`src/sw_config.svh`:
```
// Build constants for the alignment accelerator; include wherever sizes or addresses are needed
`ifndef SW_CONFIG_SVH
`define SW_CONFIG_SVH

//////////////////////////////
// Array and datapath sizes
//////////////////////////////
`define SW_NUM_PES          8       // PEs in chain, also reference length
`define SW_SCORE_WIDTH      18      // Signed score bits
`define SW_FIFO_DEPTH       4       // Entries per stream FIFO
`define SW_RST_HOLD_CYCLES  16      // Extra internal reset cycles
`define SW_QLEN_WIDTH       8       // Query length counter bits

//////////////////////////////
// Scoring register map
//////////////////////////////
`define SW_ADDR_SUB_AA      32'h00  // Byte addresses, step of four
`define SW_ADDR_SUB_AC      32'h04
`define SW_ADDR_SUB_AG      32'h08
`define SW_ADDR_SUB_AT      32'h0C
`define SW_ADDR_SUB_CC      32'h10
`define SW_ADDR_SUB_CG      32'h14
`define SW_ADDR_SUB_CT      32'h18
`define SW_ADDR_SUB_GG      32'h1C
`define SW_ADDR_SUB_GT      32'h20
`define SW_ADDR_SUB_TT      32'h24
`define SW_ADDR_GAP_OPEN    32'h28  // Subtracted on gap start
`define SW_ADDR_GAP_EXTEND  32'h2C  // Subtracted per gap step

`endif

```
`src/stream_fifo.sv`:
```
// Ready/valid FIFO with a payload type parameter; buffers the beat and result streams
`timescale 1ns/1ns
`include "sw_config.svh"

module stream_fifo #(
    parameter type payload_t = logic [7:0]
) (
    input  logic     sys_clk,
    input  logic     sys_rst,
    input  logic     in_valid,
    input  payload_t in_data,
    output logic     in_rdy,
    output logic     out_valid,
    output payload_t out_data,
    input  logic     out_rdy
);

    localparam int DEPTH = `SW_FIFO_DEPTH;
    localparam int PTR_W = $clog2(`SW_FIFO_DEPTH);
    localparam int CNT_W = $clog2(`SW_FIFO_DEPTH + 1);

    payload_t         mem [DEPTH];                  // Circular storage
    logic [PTR_W-1:0] wr_ptr;
    logic [PTR_W-1:0] rd_ptr;
    logic [CNT_W-1:0] count;                        // Entries held
    logic [CNT_W-1:0] count_nxt;
    logic             push;
    logic             pop;

    function automatic logic [PTR_W-1:0] ptr_inc(input logic [PTR_W-1:0] p);
        return (p == PTR_W'(DEPTH - 1)) ? '0 : p + 1'b1;
    endfunction

    assign push      = in_valid && in_rdy;
    assign pop       = out_valid && out_rdy;
    assign count_nxt = count + CNT_W'(push) - CNT_W'(pop);
    assign out_valid = (count != '0);
    assign out_data  = mem[rd_ptr];                 // Head entry, stable until pop

    always_ff @(posedge sys_clk or posedge sys_rst) begin
        if (sys_rst) begin
            wr_ptr <= '0;
            rd_ptr <= '0;
            count  <= '0;
            in_rdy <= 1'b0;                         // Closed while in reset
        end else begin
            if (push) wr_ptr <= ptr_inc(wr_ptr);
            if (pop)  rd_ptr <= ptr_inc(rd_ptr);
            count  <= count_nxt;
            in_rdy <= (count_nxt != CNT_W'(DEPTH)); // Room next cycle
        end
    end

    always_ff @(posedge sys_clk) begin
        if (push) mem[wr_ptr] <= in_data;
    end

    a_no_push_full : assert property (
        @(posedge sys_clk) disable iff (sys_rst) push |-> count != CNT_W'(DEPTH)
    ) else $error("push into full FIFO");

    a_no_pop_empty : assert property (
        @(posedge sys_clk) disable iff (sys_rst) pop |-> count != '0
    ) else $error("pop from empty FIFO");

endmodule

```
`config.mk`:
```
export PLATFORM = sky130hd
export DESIGN_NAME = stream_fifo
export DESIGN_NICKNAME = d
export VERILOG_FILES = /design/src/stream_fifo.sv
export VERILOG_INCLUDE_DIRS = /design/src
export SDC_FILE = /design/constraint.sdc
export NUM_CORES = 1
export LEC_CHECK = 0
export ABC_AREA = 1
export BUFFER_PORTS_ARGS = -buffer_cell sky130_fd_sc_hd__buf_2
export CAP_MARGIN = 20
export CORE_AREA = 3 3 64 81
export CTS_CLUSTER_SIZE = 24
export DETAILED_ROUTE_END_ITERATION = 6
export DIE_AREA = 0 0 67 84
export HOLD_SLACK_MARGIN = 0.06
export MAX_ROUTING_LAYER = met4
export PLACE_DENSITY = 0.55
export SKIP_CTS_REPAIR_TIMING = 1
export SYNTH_ARGS = -nofsm -noshare
export SYNTH_HDL_FRONTEND = slang
export SYNTH_SLANG_ARGS = --single-unit
```
`constraint.sdc`:
```
create_clock -name sys_clk -period 4.2 [get_ports sys_clk]
set_input_delay 0.21 -clock sys_clk [delete_from_list [all_inputs] [get_ports sys_clk]]
set_output_delay 0.21 -clock sys_clk [all_outputs]
set_load 0.1 [all_outputs]
```
==> out/qor.yml <==
outcome:
  status: "finished, final reports clean"
synth:
  syn_area_per_cell_um2: 11.9
  ys_seq_area_share_pct: 65.0
  synth.largest_area_cell: "edfxtp_1"
  synthesis.nets: 170
  synth_cells: 150
  yosys.area.top_type_share_pct: 53.8
  ys_ff_latch: 40
  synth.distinct_cells: 18
  yosys-top-cells-area: "edfxtp_1 54%, dfrtp_1 11%, inv_1 6.1%"
  ys_warn_count: 0
  syn-cell-area_mm2: 0.00179
clock_tree:
  clk_latency_ps: 280
  cts-buffers-inserted: 5
  cts_tree: "built"
  clock-sinks: 40
  clkTransAtPathRegs_ps: 70
  clockBufferDepth: 2
  cts_root_buf: "clkbuf_8"
  htreeDepth: 2
setup_path:
  path_delay_family: "adder cells"
  cp_cell_sequence: "nor2_1, nand2_1, nand2_1, inv_1, ha_1, inv_1, ha_1, fa_1, inv_1, nand2_1, nand2_1, nand2_1, nand2_1, nand2_1"
  path_max_fanout: 4
  cp.depth: 14
  max_stage_delay_ps: 390
  critPathKind: "register to register"
  path_buf_inv: 3
  cp.required_ps: 4370
  reg2reg_depth: 14
  start_kind: "register"
  r2r-start: "count[1]"
  critPathLaunch: "count[1]"
  arrival_ps: 2270
  path_common_cell: "nand2_1"
  cp_slowest_cell: "dfrtp_1"
  end_kind: "register"
worst_hold_path:
  hp-start: "in_data[5]"
  whs_path_depth: 1
  hp-class: "input pin to register"
route:
  vias: 1064
  ant_nets: 0
  vias_per_cell: 4.57
  routed_wirelength_um: 2780
  drc: 0
  first_pass_iters: 4
  drt-wirelength-per-cell_um: 11.9
  drt_iter0_markers: 36
layout:
  final_net_count: 194
  drive_gt1_share_pct: 21.7
  synthToLayoutAreaGrowth_pct: 13.4
  layout_commonest_cell: "edfxtp_1"
  diodes: 0
  fin_area_mm2: 0.00203
  most-common-layout-cells: "32 x edfxtp_1, 29 x inv_1, 29 x nand2_1"
  fin_util_pct: 45.5
floorplanning:
  rows: 27
  core_mm2: 0.00446
  die_x_um: 67
  io_pins: 22
  die_h_um: 84
  dieArea_mm2: 0.00563
  initial_core_util_pct: 40.1
sta:
  fmax_mhz: 477
  rsz0062_at_grt: "no"
  fin_crit_ps: 2100
  tightest_slew_ps: 851
  period_share_pct: 49.9
  clock_skew_ps: 2.89
  hold_viol_final: 0
  drv_slew: 0
  setup_slack_ps: 2100
  setup_viol: 0
  finalSetupTns_ps: 0
  relSlewSlack_pct: 43.1
placed_design:
  gp_congestion: 0.727
  io_buffer_count: 21
  pre_cts_slack_ps: 2110
  dp_hpwl_um: 1950
  place_area_mm2: 0.00190
grt:
  grt_start_max_net_pins: 36
  grt_use_total_pct: 11.9
  overflow: 0
  grt_pass1_vias: 1120
  antenna_found_initial: 0
  grt_pass1_wl_um: 4870
flow_run:
  max_cap_violations: 0
[metrics by stage]
step,hold WS (ps),instances
final,136,233
after global routing,125,233
after CTS,-137,231
after detailed placement,192,223
after global placement,185,223
after floorplan,25.7,150
[worst paths after layout]
path | slack, ps | endpoint
worst min register to register | 530 | count[2]
min in group asynchronous | 410 | rd_ptr[1]
worst max-delay path | 2100 | in_rdy
worst max register to register | 2100 | in_rdy
max in group asynchronous | 3550 | count[1]
worst min-delay path | 140 | mem[2][5]
[Yosys cell counts (all sizes together)]
cell    number
nor2         8
ha           7
edfxtp      32
nand3        3
fa           1
o211ai       8
nand2       29
o21ai        8
a21oi       11
inv         29
buf          6
dfrtp        8
[metal layers]
layer	share of wire, %	track usage (%)	routed length, µm
met3	4.9	4.31	137
met5	0	-	0
met4	2.0	4.61	56
met1	41	12.4	1130
met2	52	19.9	1450
[sequential cells by signal, indices dropped and copies added (netlist names)]
name and count:
in_rdy 1, rd_ptr 2, wr_ptr 2, mem 32, count 3
[kinds of logic after synthesis]
group | count (synthesis) | share of synthesized area, %
flops | 40 | 65.0
simple gates | 40 | 8.75
fa+ha+maj | 8 | 6.02
buf+inv | 35 | 9.87
compound gates | 27 | 10.4
[worst reg2reg max path, cell delays in order (launching register included)]
cell     delay, ps
dfrtp_1        390
nor2_1         100
nand2_1        100
nand2_1        120
inv_1           50
ha_1           260
inv_1           40
ha_1           180
fa_1           380
inv_1           60
nand2_1         60
nand2_1         70
nand2_1         40
nand2_1         80
nand2_1         60
[final cells by class]
class | instances | area [µm²]
clock buffer | 6 | 82.6
fill | 438 | 2430
sequential | 40 | 1160
clock inverter | 2 | 10.0
multi-input combinational | 75 | 449
tap | 58 | 72.6
inverter | 29 | 109
timing repair buffer | 23 | 143
Power is left out: the tool's default activity adds up to more than one toggle a clock period on the data nets, which glitch-free logic cannot reach.
