File: src/sw_config.svh
// Build constants for the alignment accelerator; include wherever sizes or addresses are needed
`ifndef SW_CONFIG_SVH
`define SW_CONFIG_SVH

//////////////////////////////
// Array and datapath sizes
//////////////////////////////
`define SW_NUM_PES          8       // PEs in chain, also reference length
`define SW_SCORE_WIDTH      18      // Signed score bits
`define SW_FIFO_DEPTH       4       // Entries per stream FIFO
`define SW_RST_HOLD_CYCLES  16      // Extra internal reset cycles
`define SW_QLEN_WIDTH       8       // Query length counter bits

//////////////////////////////
// Scoring register map
//////////////////////////////
`define SW_ADDR_SUB_AA      32'h00  // Byte addresses, step of four
`define SW_ADDR_SUB_AC      32'h04
`define SW_ADDR_SUB_AG      32'h08
`define SW_ADDR_SUB_AT      32'h0C
`define SW_ADDR_SUB_CC      32'h10
`define SW_ADDR_SUB_CG      32'h14
`define SW_ADDR_SUB_CT      32'h18
`define SW_ADDR_SUB_GG      32'h1C
`define SW_ADDR_SUB_GT      32'h20
`define SW_ADDR_SUB_TT      32'h24
`define SW_ADDR_GAP_OPEN    32'h28  // Subtracted on gap start
`define SW_ADDR_GAP_EXTEND  32'h2C  // Subtracted per gap step

`endif

File: src/sw_pkg.sv
// Data types of the alignment accelerator, referenced by scoped name from RTL and testbench
`include "sw_config.svh"

package sw_pkg;

    typedef logic [1:0] base_t;                         // A=0 C=1 G=2 T=3
    typedef logic signed [`SW_SCORE_WIDTH-1:0] score_t; // Two's complement score

    typedef struct packed {
        logic  is_ref;                                  // Reference base, else query
        logic  first;                                   // Query start
        logic  last;                                    // Query end
        base_t base;
    } seq_beat_t;

    typedef struct packed {
        score_t sub_aa;                                 // Symmetric pair scores
        score_t sub_ac;
        score_t sub_ag;
        score_t sub_at;
        score_t sub_cc;
        score_t sub_cg;
        score_t sub_ct;
        score_t sub_gg;
        score_t sub_gt;
        score_t sub_tt;
        score_t gap_open;                               // Non-negative penalty
        score_t gap_extend;                             // Non-negative penalty
    } score_params_t;

    typedef struct packed {
        logic   valid;                                  // Query beat present
        logic   first;
        logic   last;
        base_t  base;                                   // Query base
        score_t h;                                      // H of upstream cell
        score_t f;                                      // Gap along the reference
        score_t best;                                   // Column maximum so far
    } cell_link_t;

    typedef struct packed {
        score_t                    score;               // Best local score
        logic [`SW_QLEN_WIDTH-1:0] query_len;           // Beats first..last
    } sw_result_t;

    function automatic score_t score_max(input score_t a, input score_t b);
        return (a > b) ? a : b;                         // Signed compare
    endfunction

endpackage

File: src/score_config_regs.sv
// Scoring table registers; decodes write strobes from the config bus into engine parameters
`timescale 1ns/1ns
`include "sw_config.svh"

module score_config_regs (
    input  logic                  sys_clk,
    input  logic                  sys_rst,
    input  logic                  cfg_wr,
    input  logic [31:0]           cfg_addr,
    input  logic [31:0]           cfg_wdata,
    output sw_pkg::score_params_t params
);

    sw_pkg::score_t wr_val;

    assign wr_val = cfg_wdata[`SW_SCORE_WIDTH-1:0]; // Low bits, sign included

    always_ff @(posedge sys_clk or posedge sys_rst) begin
        if (sys_rst) begin
            params <= '0;                           // Whole table reads zero
        end else if (cfg_wr) begin
            case (cfg_addr)                         // Exact match only
                `SW_ADDR_SUB_AA:     params.sub_aa     <= wr_val;
                `SW_ADDR_SUB_AC:     params.sub_ac     <= wr_val;
                `SW_ADDR_SUB_AG:     params.sub_ag     <= wr_val;
                `SW_ADDR_SUB_AT:     params.sub_at     <= wr_val;
                `SW_ADDR_SUB_CC:     params.sub_cc     <= wr_val;
                `SW_ADDR_SUB_CG:     params.sub_cg     <= wr_val;
                `SW_ADDR_SUB_CT:     params.sub_ct     <= wr_val;
                `SW_ADDR_SUB_GG:     params.sub_gg     <= wr_val;
                `SW_ADDR_SUB_GT:     params.sub_gt     <= wr_val;
                `SW_ADDR_SUB_TT:     params.sub_tt     <= wr_val;
                `SW_ADDR_GAP_OPEN:   params.gap_open   <= wr_val;
                `SW_ADDR_GAP_EXTEND: params.gap_extend <= wr_val;
                default: ;                          // Unmapped address ignored
            endcase
        end
    end

    // The PEs subtract the penalties, so a negative value would reward gaps
    a_gap_nonneg : assert property (
        @(posedge sys_clk) disable iff (sys_rst)
        params.gap_open >= 0 && params.gap_extend >= 0
    ) else $error("gap penalty programmed negative");

endmodule

File: config.mk
export PLATFORM = sky130hd
export DESIGN_NAME = score_config_regs
export DESIGN_NICKNAME = d
export VERILOG_FILES = /design/src/sw_pkg.sv /design/src/score_config_regs.sv
export VERILOG_INCLUDE_DIRS = /design/src
export SDC_FILE = /design/constraint.sdc
export NUM_CORES = 1
export LEC_CHECK = 0
export ABC_AREA = 1
export BUFFER_PORTS_ARGS = -buffer_cell sky130_fd_sc_hd__buf_4
export CAP_MARGIN = 10
export CORE_ASPECT_RATIO = 0.6
export CORE_MARGIN = 5
export CORE_UTILIZATION = 46
export DETAILED_ROUTE_END_ITERATION = 7
export PLACE_DENSITY = 0.76
export SYNTH_ARGS = -nofsm -noshare
export SYNTH_HDL_FRONTEND = slang
export SYNTH_SLANG_ARGS = --single-unit
File: constraint.sdc
create_clock -name sys_clk -period 7.5 [get_ports sys_clk]
set_input_delay 1.5 -clock sys_clk [delete_from_list [all_inputs] [get_ports sys_clk]]
set_output_delay 1.5 -clock sys_clk [all_outputs]
set_load 0.02 [all_outputs]
==> out/results.tsv <==
stage	metric	value	unit
power_and_ir_drop	P_leak	6.93	nW
critical_path	Top delay family on crit path	simple AND/OR/NAND/NOR gates	
clocking	CTS resizes	0	
synth	YS warnings	0	
finish	Top reg by flops	params	
critical_path	Worst Path Arrival	3770	ps
clocking	hold-fix buffers at CTS	0	
route	# DRC	0	
timing	maximum clock rate	0.294	GHz
timing	max-slew violations	0	
finish	max reg flops	216	
critical_path	max incr delay on CP	660	ps
finish	layout cells sized above 1	0.267	
timing	fin crit period	3400	ps
timing	final setup TNS	0	ps
floorplanning	die area	22800	um2
power_and_ir_drop	worst vdd ir	0.150	mV
global_route	overall overflow remaining after global route	0	
finish	Syn-to-layout area delta	29.8	%
clocking	Clk Latency, worst-skew pair	490	ps
floorplanning	IO Pins	283	
synth	mapped cell area	9090	um2
global_route	first-pass GRT wire length	45.4	mm
route	Routed WL per cell	19.6	um
timing	Max transition margin	0.346	
worst_hold_path	hold path cells	2	
timing	RSZ-0062 raised after global routing	no	
floorplanning	Initial Utilization	0.473	
clocking	Root Driver	clkbuf_16	
synth	#FFs+latches synth	216	
timing	Slew @ Worst Pin	982	ps
critical_path	CP bufs+invs	3	
place	GPL Wtd Cong	0.813	
clocking	postcts setup bufs	0	
critical_path	CP max FO	47	
critical_path	Worst Setup Start Kind	primary input	
route	DR pass1 iterations	5	
timing	final setup vio count	0	
timing	worst hold margin	471	ps
place	PortBufs	268	
route	post-route ant nets	0	
critical_path	Cell Chain, Critical Path	buf_4 > nor2_1 > nand2_1 > inv_1 > nand2_1 > nor2_4 > buf_4 > nand2_2 > nand2_1 > nand2_1	
floorplanning	chip width	192	um
place	DP Area	11100	um2
critical_path	R2R depth	2	
clocking	CTS sink cnt	216	
critical_path	CP Class	primary input to register	
route	drt via density	5.33	
clocking	clock-pin slew on the worst setup and hold paths	60	ps
synth	Synth Instances	1021	
floorplanning	die height	119	um
critical_path	slowest CP cell	nor2_4	
global_route	largest net degree at the start of global routing	140	
clocking	Num CTS Buffers	21	
status	status	finished clean	
route	drt initial violations	778	
place	DP HPWL	19.6	mm
synth	average size of a mapped cell	8.91	um2
clocking	TritonCTS clock tree	done	
critical_path	Crit. End Element	register	
critical_path	Crit path top cell by count	nand2_1	
timing	Tcrit/Tclk final	0.453	
floorplanning	FP Rows	39	
global_route	vias in the first global route	7549	
finish	diode count	0	
synth	sequential area share after synthesis	0.594	
worst_hold_path	min-delay worst type	register to register	
finish	cell area after layout	11800	um2
timing	Hold Vio Cnt, Final	0	
synth	Post-Syn Nets	1088	
critical_path	CP Data Required Time	7870	ps
synth	library cells used by synthesis	20	
floorplanning	Core Area	19200	um2
finish	Top Registers	params (216)	
critical_path	cell depth of the worst setup path	10	
timing	Final Skew	0	ps
finish	Final #Nets	1314	
route	Vias	8133	
route	drt total wl	29.9	mm
global_route	Global Route Usage Sum	0.254	
power_and_ir_drop	power per cell area	202	nW/um2
clocking	H-tree Lvls	1	
clocking	CTS Buffer Depth	3	
finish	Layout Cells excl Fill	1526	
global_route	antenna violations before repair	0	
job	max-cap violations	0	
place	cell count after placement	1490	
[cells by family (layout without fill, tap and decap cells)]
family	Yosys count	after routing	share of synthesized area
buffers and inverters	85	324	0.0517
and+or+nand+nor	720	720	0.354
DFF	216	216	0.594
[cell usage in the layout (no fill, tap or decap), drive strengths merged]
master | Yosys | routed
clkbuf | 18 | 25
nand3 | 228 | 228
bufinv | 0 | 4
clkinvlp | 0 | 1
nor2 | 34 | 34
nand4 | 3 | 3
nand2 | 453 | 453
buf | 52 | 273
dfrtp | 216 | 216
inv | 14 | 14
nor3 | 2 | 2
clkinv | 1 | 7
[routing by layer]
| layer | up-vias | wire, um | global-route usage |
|---|---|---|---|
| li1 | 3711 | - | - |
| met1 | 3940 | 12600 | 0.371 |
| met2 | 427 | 12700 | 0.371 |
| met3 | 55 | 3830 | 0.0789 |
| met4 | 0 | 869 | 0.0673 |
| met5 | - | 0 | 0 |
[layout make-up]
class | instances | area (um2)
tap | 266 | 333
clock inverter | 11 | 158
timing repair buffer | 273 | 2050
fill | 1658 | 7420
sequential | 216 | 5410
inverter | 15 | 68.8
clock buffer | 25 | 561
multi-input combinational | 720 | 3230
[report_power, final]
part           total (mW)  switching [mW]  internal (mW)  leakage (nW)
registers            1.16   0.00000000697           1.16          3.02
clock network        1.12           0.450          0.670         0.356
logic              0.0971          0.0751         0.0219          3.55
[path summary, 6_finish.rpt]
| check | startpoint | slack (ps) | endpoint |
|---|---|---|---|
| worst max-delay path | cfg_addr[15] | 4100 | params[140]$_DFFE_PP0P_ |
| worst min-delay path | params[156]$_DFFE_PP0P_ | 470 | params[156]$_DFFE_PP0P_ |
| worst max register to register | params[26]$_DFFE_PP0P_ | 6830 | params[26]$_DFFE_PP0P_ |
| worst min register to register | params[156]$_DFFE_PP0P_ | 470 | params[156]$_DFFE_PP0P_ |
| max in group asynchronous | sys_rst | 4760 | params[100]$_DFFE_PP0P_ |
| min in group asynchronous | sys_rst | 1190 | params[38]$_DFFE_PP0P_ |
[per-stage QoR]
step,util,setup WS [ps],power (mW)
3_5_place_dp,0.577,3630,1.28
4_1_cts,0.614,4150,2.40
6_report,0.614,4100,2.38
5_1_grt,0.614,3930,2.45
2_1_floorplan,-,92.4,1.23
3_3_place_gp,0.577,3620,1.28
[worst min-delay path: stages (launching register included)]
cell     delay (ps)
dfrtp_1         340
nand2_1          50
nand2_1          50
[Yosys cell counts]
| cell | number | area (um2) |
|---|---|---|
| buf_4 | 15 | 113 |
| dfrtp_1 | 216 | 5410 |
| clkinv_4 | 1 | 8.76 |
| nand2_4 | 3 | 33.8 |
| buf_2 | 30 | 150 |
| nand3_2 | 6 | 60.1 |
| buf_6 | 7 | 78.8 |
| nor2_1 | 22 | 82.6 |
| nand2_2 | 1 | 6.26 |
| clkbuf_1 | 18 | 67.6 |
| nor2_8 | 4 | 80.1 |
| nand2_1 | 448 | 1680 |
| nand3_1 | 220 | 1100 |
| nor2_4 | 6 | 67.6 |
| nand4_1 | 3 | 18.8 |
| inv_1 | 14 | 52.6 |
| nand2_8 | 1 | 20.0 |
| nor2_2 | 2 | 12.5 |
| nand3_4 | 2 | 35.0 |
| nor3_2 | 2 | 20.0 |
No activity file was read; power rests on OpenSTA's default activity.
