==> config.mk <==
export PLATFORM = sky130hd
export DESIGN_NAME = reset_stretch
export DESIGN_NICKNAME = d
export VERILOG_FILES = /design/src/reset_stretch.sv
export VERILOG_INCLUDE_DIRS = /design/src
export SDC_FILE = /design/constraint.sdc
export NUM_CORES = 1
export LEC_CHECK = 0
export ABC_AREA = 0
export BUFFER_PORTS_ARGS = -buffer_cell sky130_fd_sc_hd__buf_2
export CELL_PAD_IN_SITES_DETAIL_PLACEMENT = 1
export CELL_PAD_IN_SITES_GLOBAL_PLACEMENT = 1
export CORE_AREA = 5 5 42 44
export CTS_BUF_LIST = sky130_fd_sc_hd__clkbuf_4
export DETAILED_ROUTE_END_ITERATION = 8
export DIE_AREA = 0 0 47 49
export GPL_TIMING_DRIVEN = 0
export MAX_ROUTING_LAYER = met4
export PLACE_DENSITY_LB_ADDON = 0.1
export SLEW_MARGIN = 15
export SYNTH_ARGS = -nofsm -noshare
export SYNTH_HDL_FRONTEND = slang
export SYNTH_SLANG_ARGS = --single-unit
export TNS_END_PERCENT = 100
==> constraint.sdc <==
create_clock -name sys_clk -period 1.6 [get_ports sys_clk]
set_input_delay 0.32 -clock sys_clk [delete_from_list [all_inputs] [get_ports sys_clk]]
set_output_delay 0.32 -clock sys_clk [all_outputs]
set_load 0.05 [all_outputs]
==> src/sw_config.svh <==
// Build constants for the alignment accelerator; include wherever sizes or addresses are needed
`ifndef SW_CONFIG_SVH
`define SW_CONFIG_SVH

//////////////////////////////
// Array and datapath sizes
//////////////////////////////
`define SW_NUM_PES          8       // PEs in chain, also reference length
`define SW_SCORE_WIDTH      18      // Signed score bits
`define SW_FIFO_DEPTH       4       // Entries per stream FIFO
`define SW_RST_HOLD_CYCLES  16      // Extra internal reset cycles
`define SW_QLEN_WIDTH       8       // Query length counter bits

//////////////////////////////
// Scoring register map
//////////////////////////////
`define SW_ADDR_SUB_AA      32'h00  // Byte addresses, step of four
`define SW_ADDR_SUB_AC      32'h04
`define SW_ADDR_SUB_AG      32'h08
`define SW_ADDR_SUB_AT      32'h0C
`define SW_ADDR_SUB_CC      32'h10
`define SW_ADDR_SUB_CG      32'h14
`define SW_ADDR_SUB_CT      32'h18
`define SW_ADDR_SUB_GG      32'h1C
`define SW_ADDR_SUB_GT      32'h20
`define SW_ADDR_SUB_TT      32'h24
`define SW_ADDR_GAP_OPEN    32'h28  // Subtracted on gap start
`define SW_ADDR_GAP_EXTEND  32'h2C  // Subtracted per gap step

`endif

==> src/reset_stretch.sv <==
// Internal reset generator; holds sys_rst a fixed number of cycles after stream_rst drops
`timescale 1ns/1ns
`include "sw_config.svh"

module reset_stretch (
    input  logic sys_clk,
    input  logic stream_rst,
    output logic sys_rst
);

    localparam int HOLD  = `SW_RST_HOLD_CYCLES;
    localparam int CNT_W = $clog2(`SW_RST_HOLD_CYCLES + 1);

    logic [CNT_W-1:0] hold_cnt;                     // Cycles since stream_rst fell

    // Registered so the internal reset never glitches
    always_ff @(posedge sys_clk or posedge stream_rst) begin
        if (stream_rst) begin
            hold_cnt <= '0;
            sys_rst  <= 1'b1;                       // Assert at once
        end else if (hold_cnt != CNT_W'(HOLD)) begin
            hold_cnt <= hold_cnt + 1'b1;
            sys_rst  <= (hold_cnt != CNT_W'(HOLD - 1)); // Drops on the last count
        end
    end

endmodule

==> results of run 1 <==
## sequential cells by signal, summed over array words and instances, names as in the netlist
signal / count
hold_cnt: 5
sys_rst: 1
## cell usage after synthesis, drive strengths merged
| master | n | area share (%) |
|---|---|---|
| or2b | 1 | 2.4 |
| dfstp | 1 | 8.4 |
| and3b | 1 | 2.8 |
| mux2i | 1 | 3.2 |
| o21ai | 1 | 1.6 |
| xnor2 | 2 | 5.6 |
| and3 | 1 | 2.0 |
| and4bb | 1 | 5.2 |
| nand2b | 2 | 4.0 |
| dfrtp | 5 | 40 |
| nand3 | 1 | 1.6 |
| ha | 3 | 12 |
| inv | 5 | 6.0 |
| mux2 | 1 | 4.8 |
## critical path, stage by stage (launching register included)
cell and delay, ns:
dfrtp_1 0.42, inv_1 0.08, ha_1 0.16, and4bb_4 0.29
mux2_4 0.30
## cells by family after synthesis
group           synth area share, %
buf+inv                        6.02
mux                            8.03
xor+xnor                       5.62
compound gates                 1.60
fa+ha+maj                      12.0
flops                          48.6
simple gates                   18.1
## worst min path at each step
stage	end	slack [ns]	depth (start not counted)
3_5_place_dp	hold_cnt[0]$_DFFE_PP0P_	0.25	2
3_3_place_gp	hold_cnt[0]$_DFFE_PP0P_	0.25	2
2_1_floorplan	hold_cnt[0]$_DFFE_PP0P_	0.11	1
6_report	sys_rst$_DFFE_PP1P_	0.48	2
5_1_grt	sys_rst$_DFFE_PP1P_	0.52	2
4_1_cts	sys_rst$_DFFE_PP1P_	0.49	2
## power groups by stage
| stage | Sequential [uW] | Clock (uW) | Combinational, uW |
|---|---|---|---|
| after floorplan | 155 | 0 | 2.40 |
| after global placement | 155 | 0 | 4.47 |
| after detailed placement | 155 | 0 | 4.54 |
| after CTS | 152 | 184 | 6.53 |
| after global routing | 152 | 187 | 7.33 |
| final | 152 | 180 | 6.18 |
## final cells by class
class                           instances  area (um^2)
Timing Repair Buffer                    3         20.0
Fill cell                             167         1020
Sequential cell                         6          151
Tap cell                               16         20.0
Multi-Input combinational cell         15          141
Inverter                                5         18.8
Clock buffer                            4         30.0
## metrics by stage
step / instances / setup slack, ns
after CTS: 49 / 0.227
after detailed placement: 44 / 0.229
after global routing: 49 / 0.174
after floorplan: 26 / 0.319
after global placement: 44 / 0.237
final: 49 / 0.242
## per-layer routing
layer / global-route usage [%] / part of all wire [%] / wire, um
met1: 6.68 / 41 / 242
met2: 10.2 / 49 / 294
met5: - / 0 / 0
met3: 2.21 / 4.2 / 25
met4: 8.29 / 5.7 / 34
==> impl_metrics.yaml, run 1 <==
run_status:
  status: "complete, no violations"
cts:
  numClockSinks: 6
  cts_setup_buffers: 0
  cts_hold_buf: 1
  htree_levels: 1
  path_clk_slew_ns: 0.06
  clockBufferDepth: 2
  cts_inserted_buffers: 3
  cts_tree: "yes"
  cts_root_buffer: "clkbuf_4"
  clock_latency_ns: 0.26
  cts_resized: 0
worst_setup_path:
  setup.worst_path.class: "flip-flop to flip-flop"
  cp-endpoint: "hold_cnt[1]$_DFFE_PP0P_"
  ff2ff_path_depth: 4
  r2r-end: "hold_cnt[1]$_DFFE_PP0P_"
  worstPathRequired_ns: 1.75
  cp_max_fo: 4
  r2r_setup_slack_ns: 0.24
  startpoint_type: "flip-flop"
  startpoint: "hold_cnt[0]$_DFFE_PP0P_"
  r2r-start: "hold_cnt[0]$_DFFE_PP0P_"
  crit_arrival_ns: 1.50
  cp-end-kind: "flip-flop"
yosys:
  synth_warnings: 0
  synthCells: 26
  synth_seq_cells: 6
  ys_seq_area_share_pct: 48.6
  synth_cell_types: 14
  synthesis.area_um2: 312
  syn_nets: 31
  avgSynthCellArea_um2: 12.0
timing:
  max_freq_mhz: 736
  drv_slew: 0
  finClkSkew_ns: 0.0126
  period_share_pct: 84.9
  slew_headroom_pct: 83.7
  tns_ns: 0
  worst_pin_slew_ns: 0.245
  finalSetupViolCount: 0
  hold_ws_ns: 0.484
  rsz0062_at_grt: "no"
  min_period_ns: 1.36
  finalHoldViolCount: 0
pwr:
  p_sw_share_pct: 21.0
  p_seq_share_pct: 45.0
  p_leak_uw: 0.000198
  combPwrFrac_pct: 1.8
  power_density_nw_per_um2: 886
  p_switching_uw: 71.2
  power.total_uw: 338
  p_int_uw: 267
  vdd_drop_max_uv: 340
  power.clock.fraction_pct: 53.2
placed_design:
  hpwl_um: 424
  portBuffers: 2
  place_area_um2: 342
  place_congestion: 0.641
detailed_routing:
  drtPass1Iterations: 4
  drc: 0
  drt-vias-per-instance: 4.24
  dr.first_iter.drc_count: 5
  detail-route-antenna-nets: 0
  wl_per_cell_um: 12.2
  vias: 208
  wirelength_um: 596
finish:
  antenna_cells: 0
  finalNetCount: 39
  most-common-layout-cells: "inv_1 (5), dfrtp_1 (5), clkbuf_4 (4)"
  layout-drive-gt1-share_pct: 27.3
  final_cell_area_um2: 382
  syn2layout_area_growth_pct: 22.5
  postLayoutCoreUtil_pct: 27.2
worst_hold_path:
  hold_start: "sys_rst$_DFFE_PP1P_"
  hp-class: "flip-flop to flip-flop"
global_route:
  grt_pass1_wl_mm: 1.05
  grt_max_degree: 7
  grt.overflow.total: 0
  antenna_found_initial: 0
  grtUsageTotal_pct: 7.18
  grt_pass1_vias: 221
floorplan:
  fp.dieW_um: 47
  die-area_um2: 2300
  die_y_um: 49
  initial_core_util_pct: 22.2
  rows: 14
  pin_count: 3
  core_um2: 1400
flow_run:
  cap_violations: 0
(Power assumes the default switching activity.)
==> inputs of run 2 (changes only) <==
Settings changed: ABC_AREA 0 to 1.
Clock period 1.6 ns to 1.4 ns, I/O delays scaled along.
==> impl_metrics.yaml, run 2 <==
worst_setup_path:
  cpMaxStageDelayCell: "dfstp_2"
  cp-end-kind: "primary output"
  cp_max_fo: 2
  startpoint_type: "flip-flop"
  cp_top_family: "flip-flops"
  worstPathRequired_ns: 1.12
  crit_arrival_ns: 1.02
  cp_num_buf_inv: 1
  critPathMaxStageDelay_ns: 0.52
  setup.worst_path.class: "flip-flop to primary output"
  path_cells: "buf_2"
floorplan:
  initial_core_util_pct: 23.8
  core_um2: 1400
  die-area_um2: 2300
  pin_count: 3
  die_y_um: 49
  fp.dieW_um: 47
  rows: 14
timing:
  period_share_pct: 92.8
  worst_pin_slew_ns: 0.248
  rsz0062_at_grt: "no"
  min_period_ns: 1.30
  finalSetupViolCount: 0
  drv_slew: 0
  tns_ns: 0
  slew_headroom_pct: 83.4
  max_freq_mhz: 769
  finClkSkew_ns: 0.00555
  finalHoldViolCount: 0
  hold_ws_ns: 0.496
detailed_routing:
  drtPass1Iterations: 4
  vias: 268
  wl_per_cell_um: 11.0
  detail-route-antenna-nets: 0
  dr.first_iter.drc_count: 3
  drt-vias-per-instance: 4.19
  drc: 0
  wirelength_um: 705
finish:
  multi_input_area_um2: 145
  syn2layout_area_growth_pct: 21.0
  fillCellCount: 181
  layout-drive-gt1-share_pct: 25.0
  regArea_um2: 151
  largestRegisters: "hold_cnt: 5 flops, sys_rst: 1 flops"
  fin_cells: 64
  largest-register: "hold_cnt"
  antenna_cells: 0
  finalNetCount: 54
  most-common-layout-cells: "nand2_1 (13), inv_1 (7), dfrtp_1 (5)"
  mostFrequentLayoutCell: "nand2_1"
  largest_reg_flops: 5
placed_design:
  placed_cells_incl_taps: 59
  place_congestion: 0.726
  hpwl_um: 596
  portBuffers: 2
yosys:
  synth_edf_count: 0
  ys_top_cells_by_count: "nand2_1 (13), inv_1 (7), dfrtp_1 (5)"
  synth_warnings: 0
  yosysTopAreaCell: "dfrtp_1"
  syn_nets: 46
  synthesis.area_um2: 334
  ys_top_cells_by_area: "dfrtp_1 (37%), nand2_1 (15%), ha_1 (11%)"
  yosys.area.top_type_share_pct: 37.5
  synth_seq_cells: 6
  async_flop_share_pct: 100
  synthCells: 41
  ys.flop_type: "dfrtp_1"
  synth_cell_types: 13
  synth.most_common_cell: "nand2_1"
  avgSynthCellArea_um2: 8.15
  ys_seq_area_share_pct: 45.3
cts:
  clockBufferDepth: 2
  cts_tree: "yes"
  clock_latency_ns: 0.24
  numClockSinks: 6
  htree_levels: 1
  cts_root_buffer: "clkbuf_4"
  path_clk_slew_ns: 0.05
  cts_inserted_buffers: 3
global_route:
  grt_pass1_wl_mm: 1.28
  grt.overflow.total: 0
  grt.met1_usage_pct: 8.44
  grt_use_met2_pct: 12.7
  grt_pass1_vias: 293
  antenna_found_initial: 0
  grtUsageTotal_pct: 8.55
  grt.busiest_layer: "met2"
  grt_max_degree: 7
  grt_util_met3_pct: 4.43
pwr:
  power.total_uw: 375
  power_density_nw_per_um2: 927
  vdd_drop_max_uv: 411
  p_leak_uw: 0.000217
flow_run:
  cap_violations: 0
run_status:
  status: "complete, no violations"
worst_hold_path:
  hp-class: "input pin to asynchronous set/reset pin"
==> run 2: cell types whose count changed after synthesis, sizes merged, moves of 2 or more <==
cell / previous run / this run
nand3: 1 / 4
nor2: 0 / 3
nand2: 0 / 14
nand2b: 2 / 0
xnor2: 2 / 0
inv: 5 / 9
==> run 2: cell type report <==
type / instances / area share [%]
multi-input combinational: 25 / 35.9
clock buffer: 4 / 7.43
inverter: 10 / 9.29
sequential: 6 / 37.5
timing repair buffer: 3 / 4.95
tap: 16 / 4.95
==> run 2: what timing repair did <==
action,CTS,global route
hold buffers,1,0
endpoints found under the hold margin,5,0
resized for setup,0,0
buffers inserted,0,0
==> run 2: per-layer routing <==
metal,share of wire (%),vias to the layer above,routed length [um]
li1,-,136,-
met4,1.1,0,8
met2,58,1,406
met5,0,-,0
met3,2.6,2,18
met1,39,129,272
==> run 2: cells by family after synthesis <==
group	after synthesis	share of synthesized area [%]
flip-flops	6	45.3
buffers and inverters	10	11.2
AND/OR/NAND/NOR	22	32.2
adder cells (fa/ha/maj)	3	11.2
==> run 2: worst paths after layout <==
check | startpoint | end | slack, ns | cells past startpoint
worst max-delay path | sys_rst$_DFFE_PP1P_ | sys_rst | 0.10 | 1
worst min-delay path | stream_rst | hold_cnt[1]$_DFFE_PP0P_ | 0.50 | 3
worst max register to register | hold_cnt[0]$_DFFE_PP0P_ | hold_cnt[4]$_DFFE_PP0P_ | 0.17 | 5
worst min register to register | sys_rst$_DFFE_PP1P_ | sys_rst$_DFFE_PP1P_ | 0.50 | 2
max in group asynchronous | stream_rst | sys_rst$_DFFE_PP1P_ | 0.64 | 3
min in group sys_clk | sys_rst$_DFFE_PP1P_ | sys_rst$_DFFE_PP1P_ | 0.50 | 2
==> run 2: power breakdown <==
group,total (uW),switching [uW],internal (uW)
Clock,194,66.0,128
Combinational,7.06,4.08,2.98
Sequential,174,0,174
Total,375,70.1,304
==> run 2: metrics by stage <==
stage	utilization, %	instance area, um^2	setup WS [ns]
3_5_place_dp	26.0	364	0.163
6_report	28.8	404	0.100
5_1_grt	28.8	404	0.0573
4_1_cts	28.8	404	0.0800
3_3_place_gp	26.0	364	0.199
2_1_floorplan	-	334	0.269
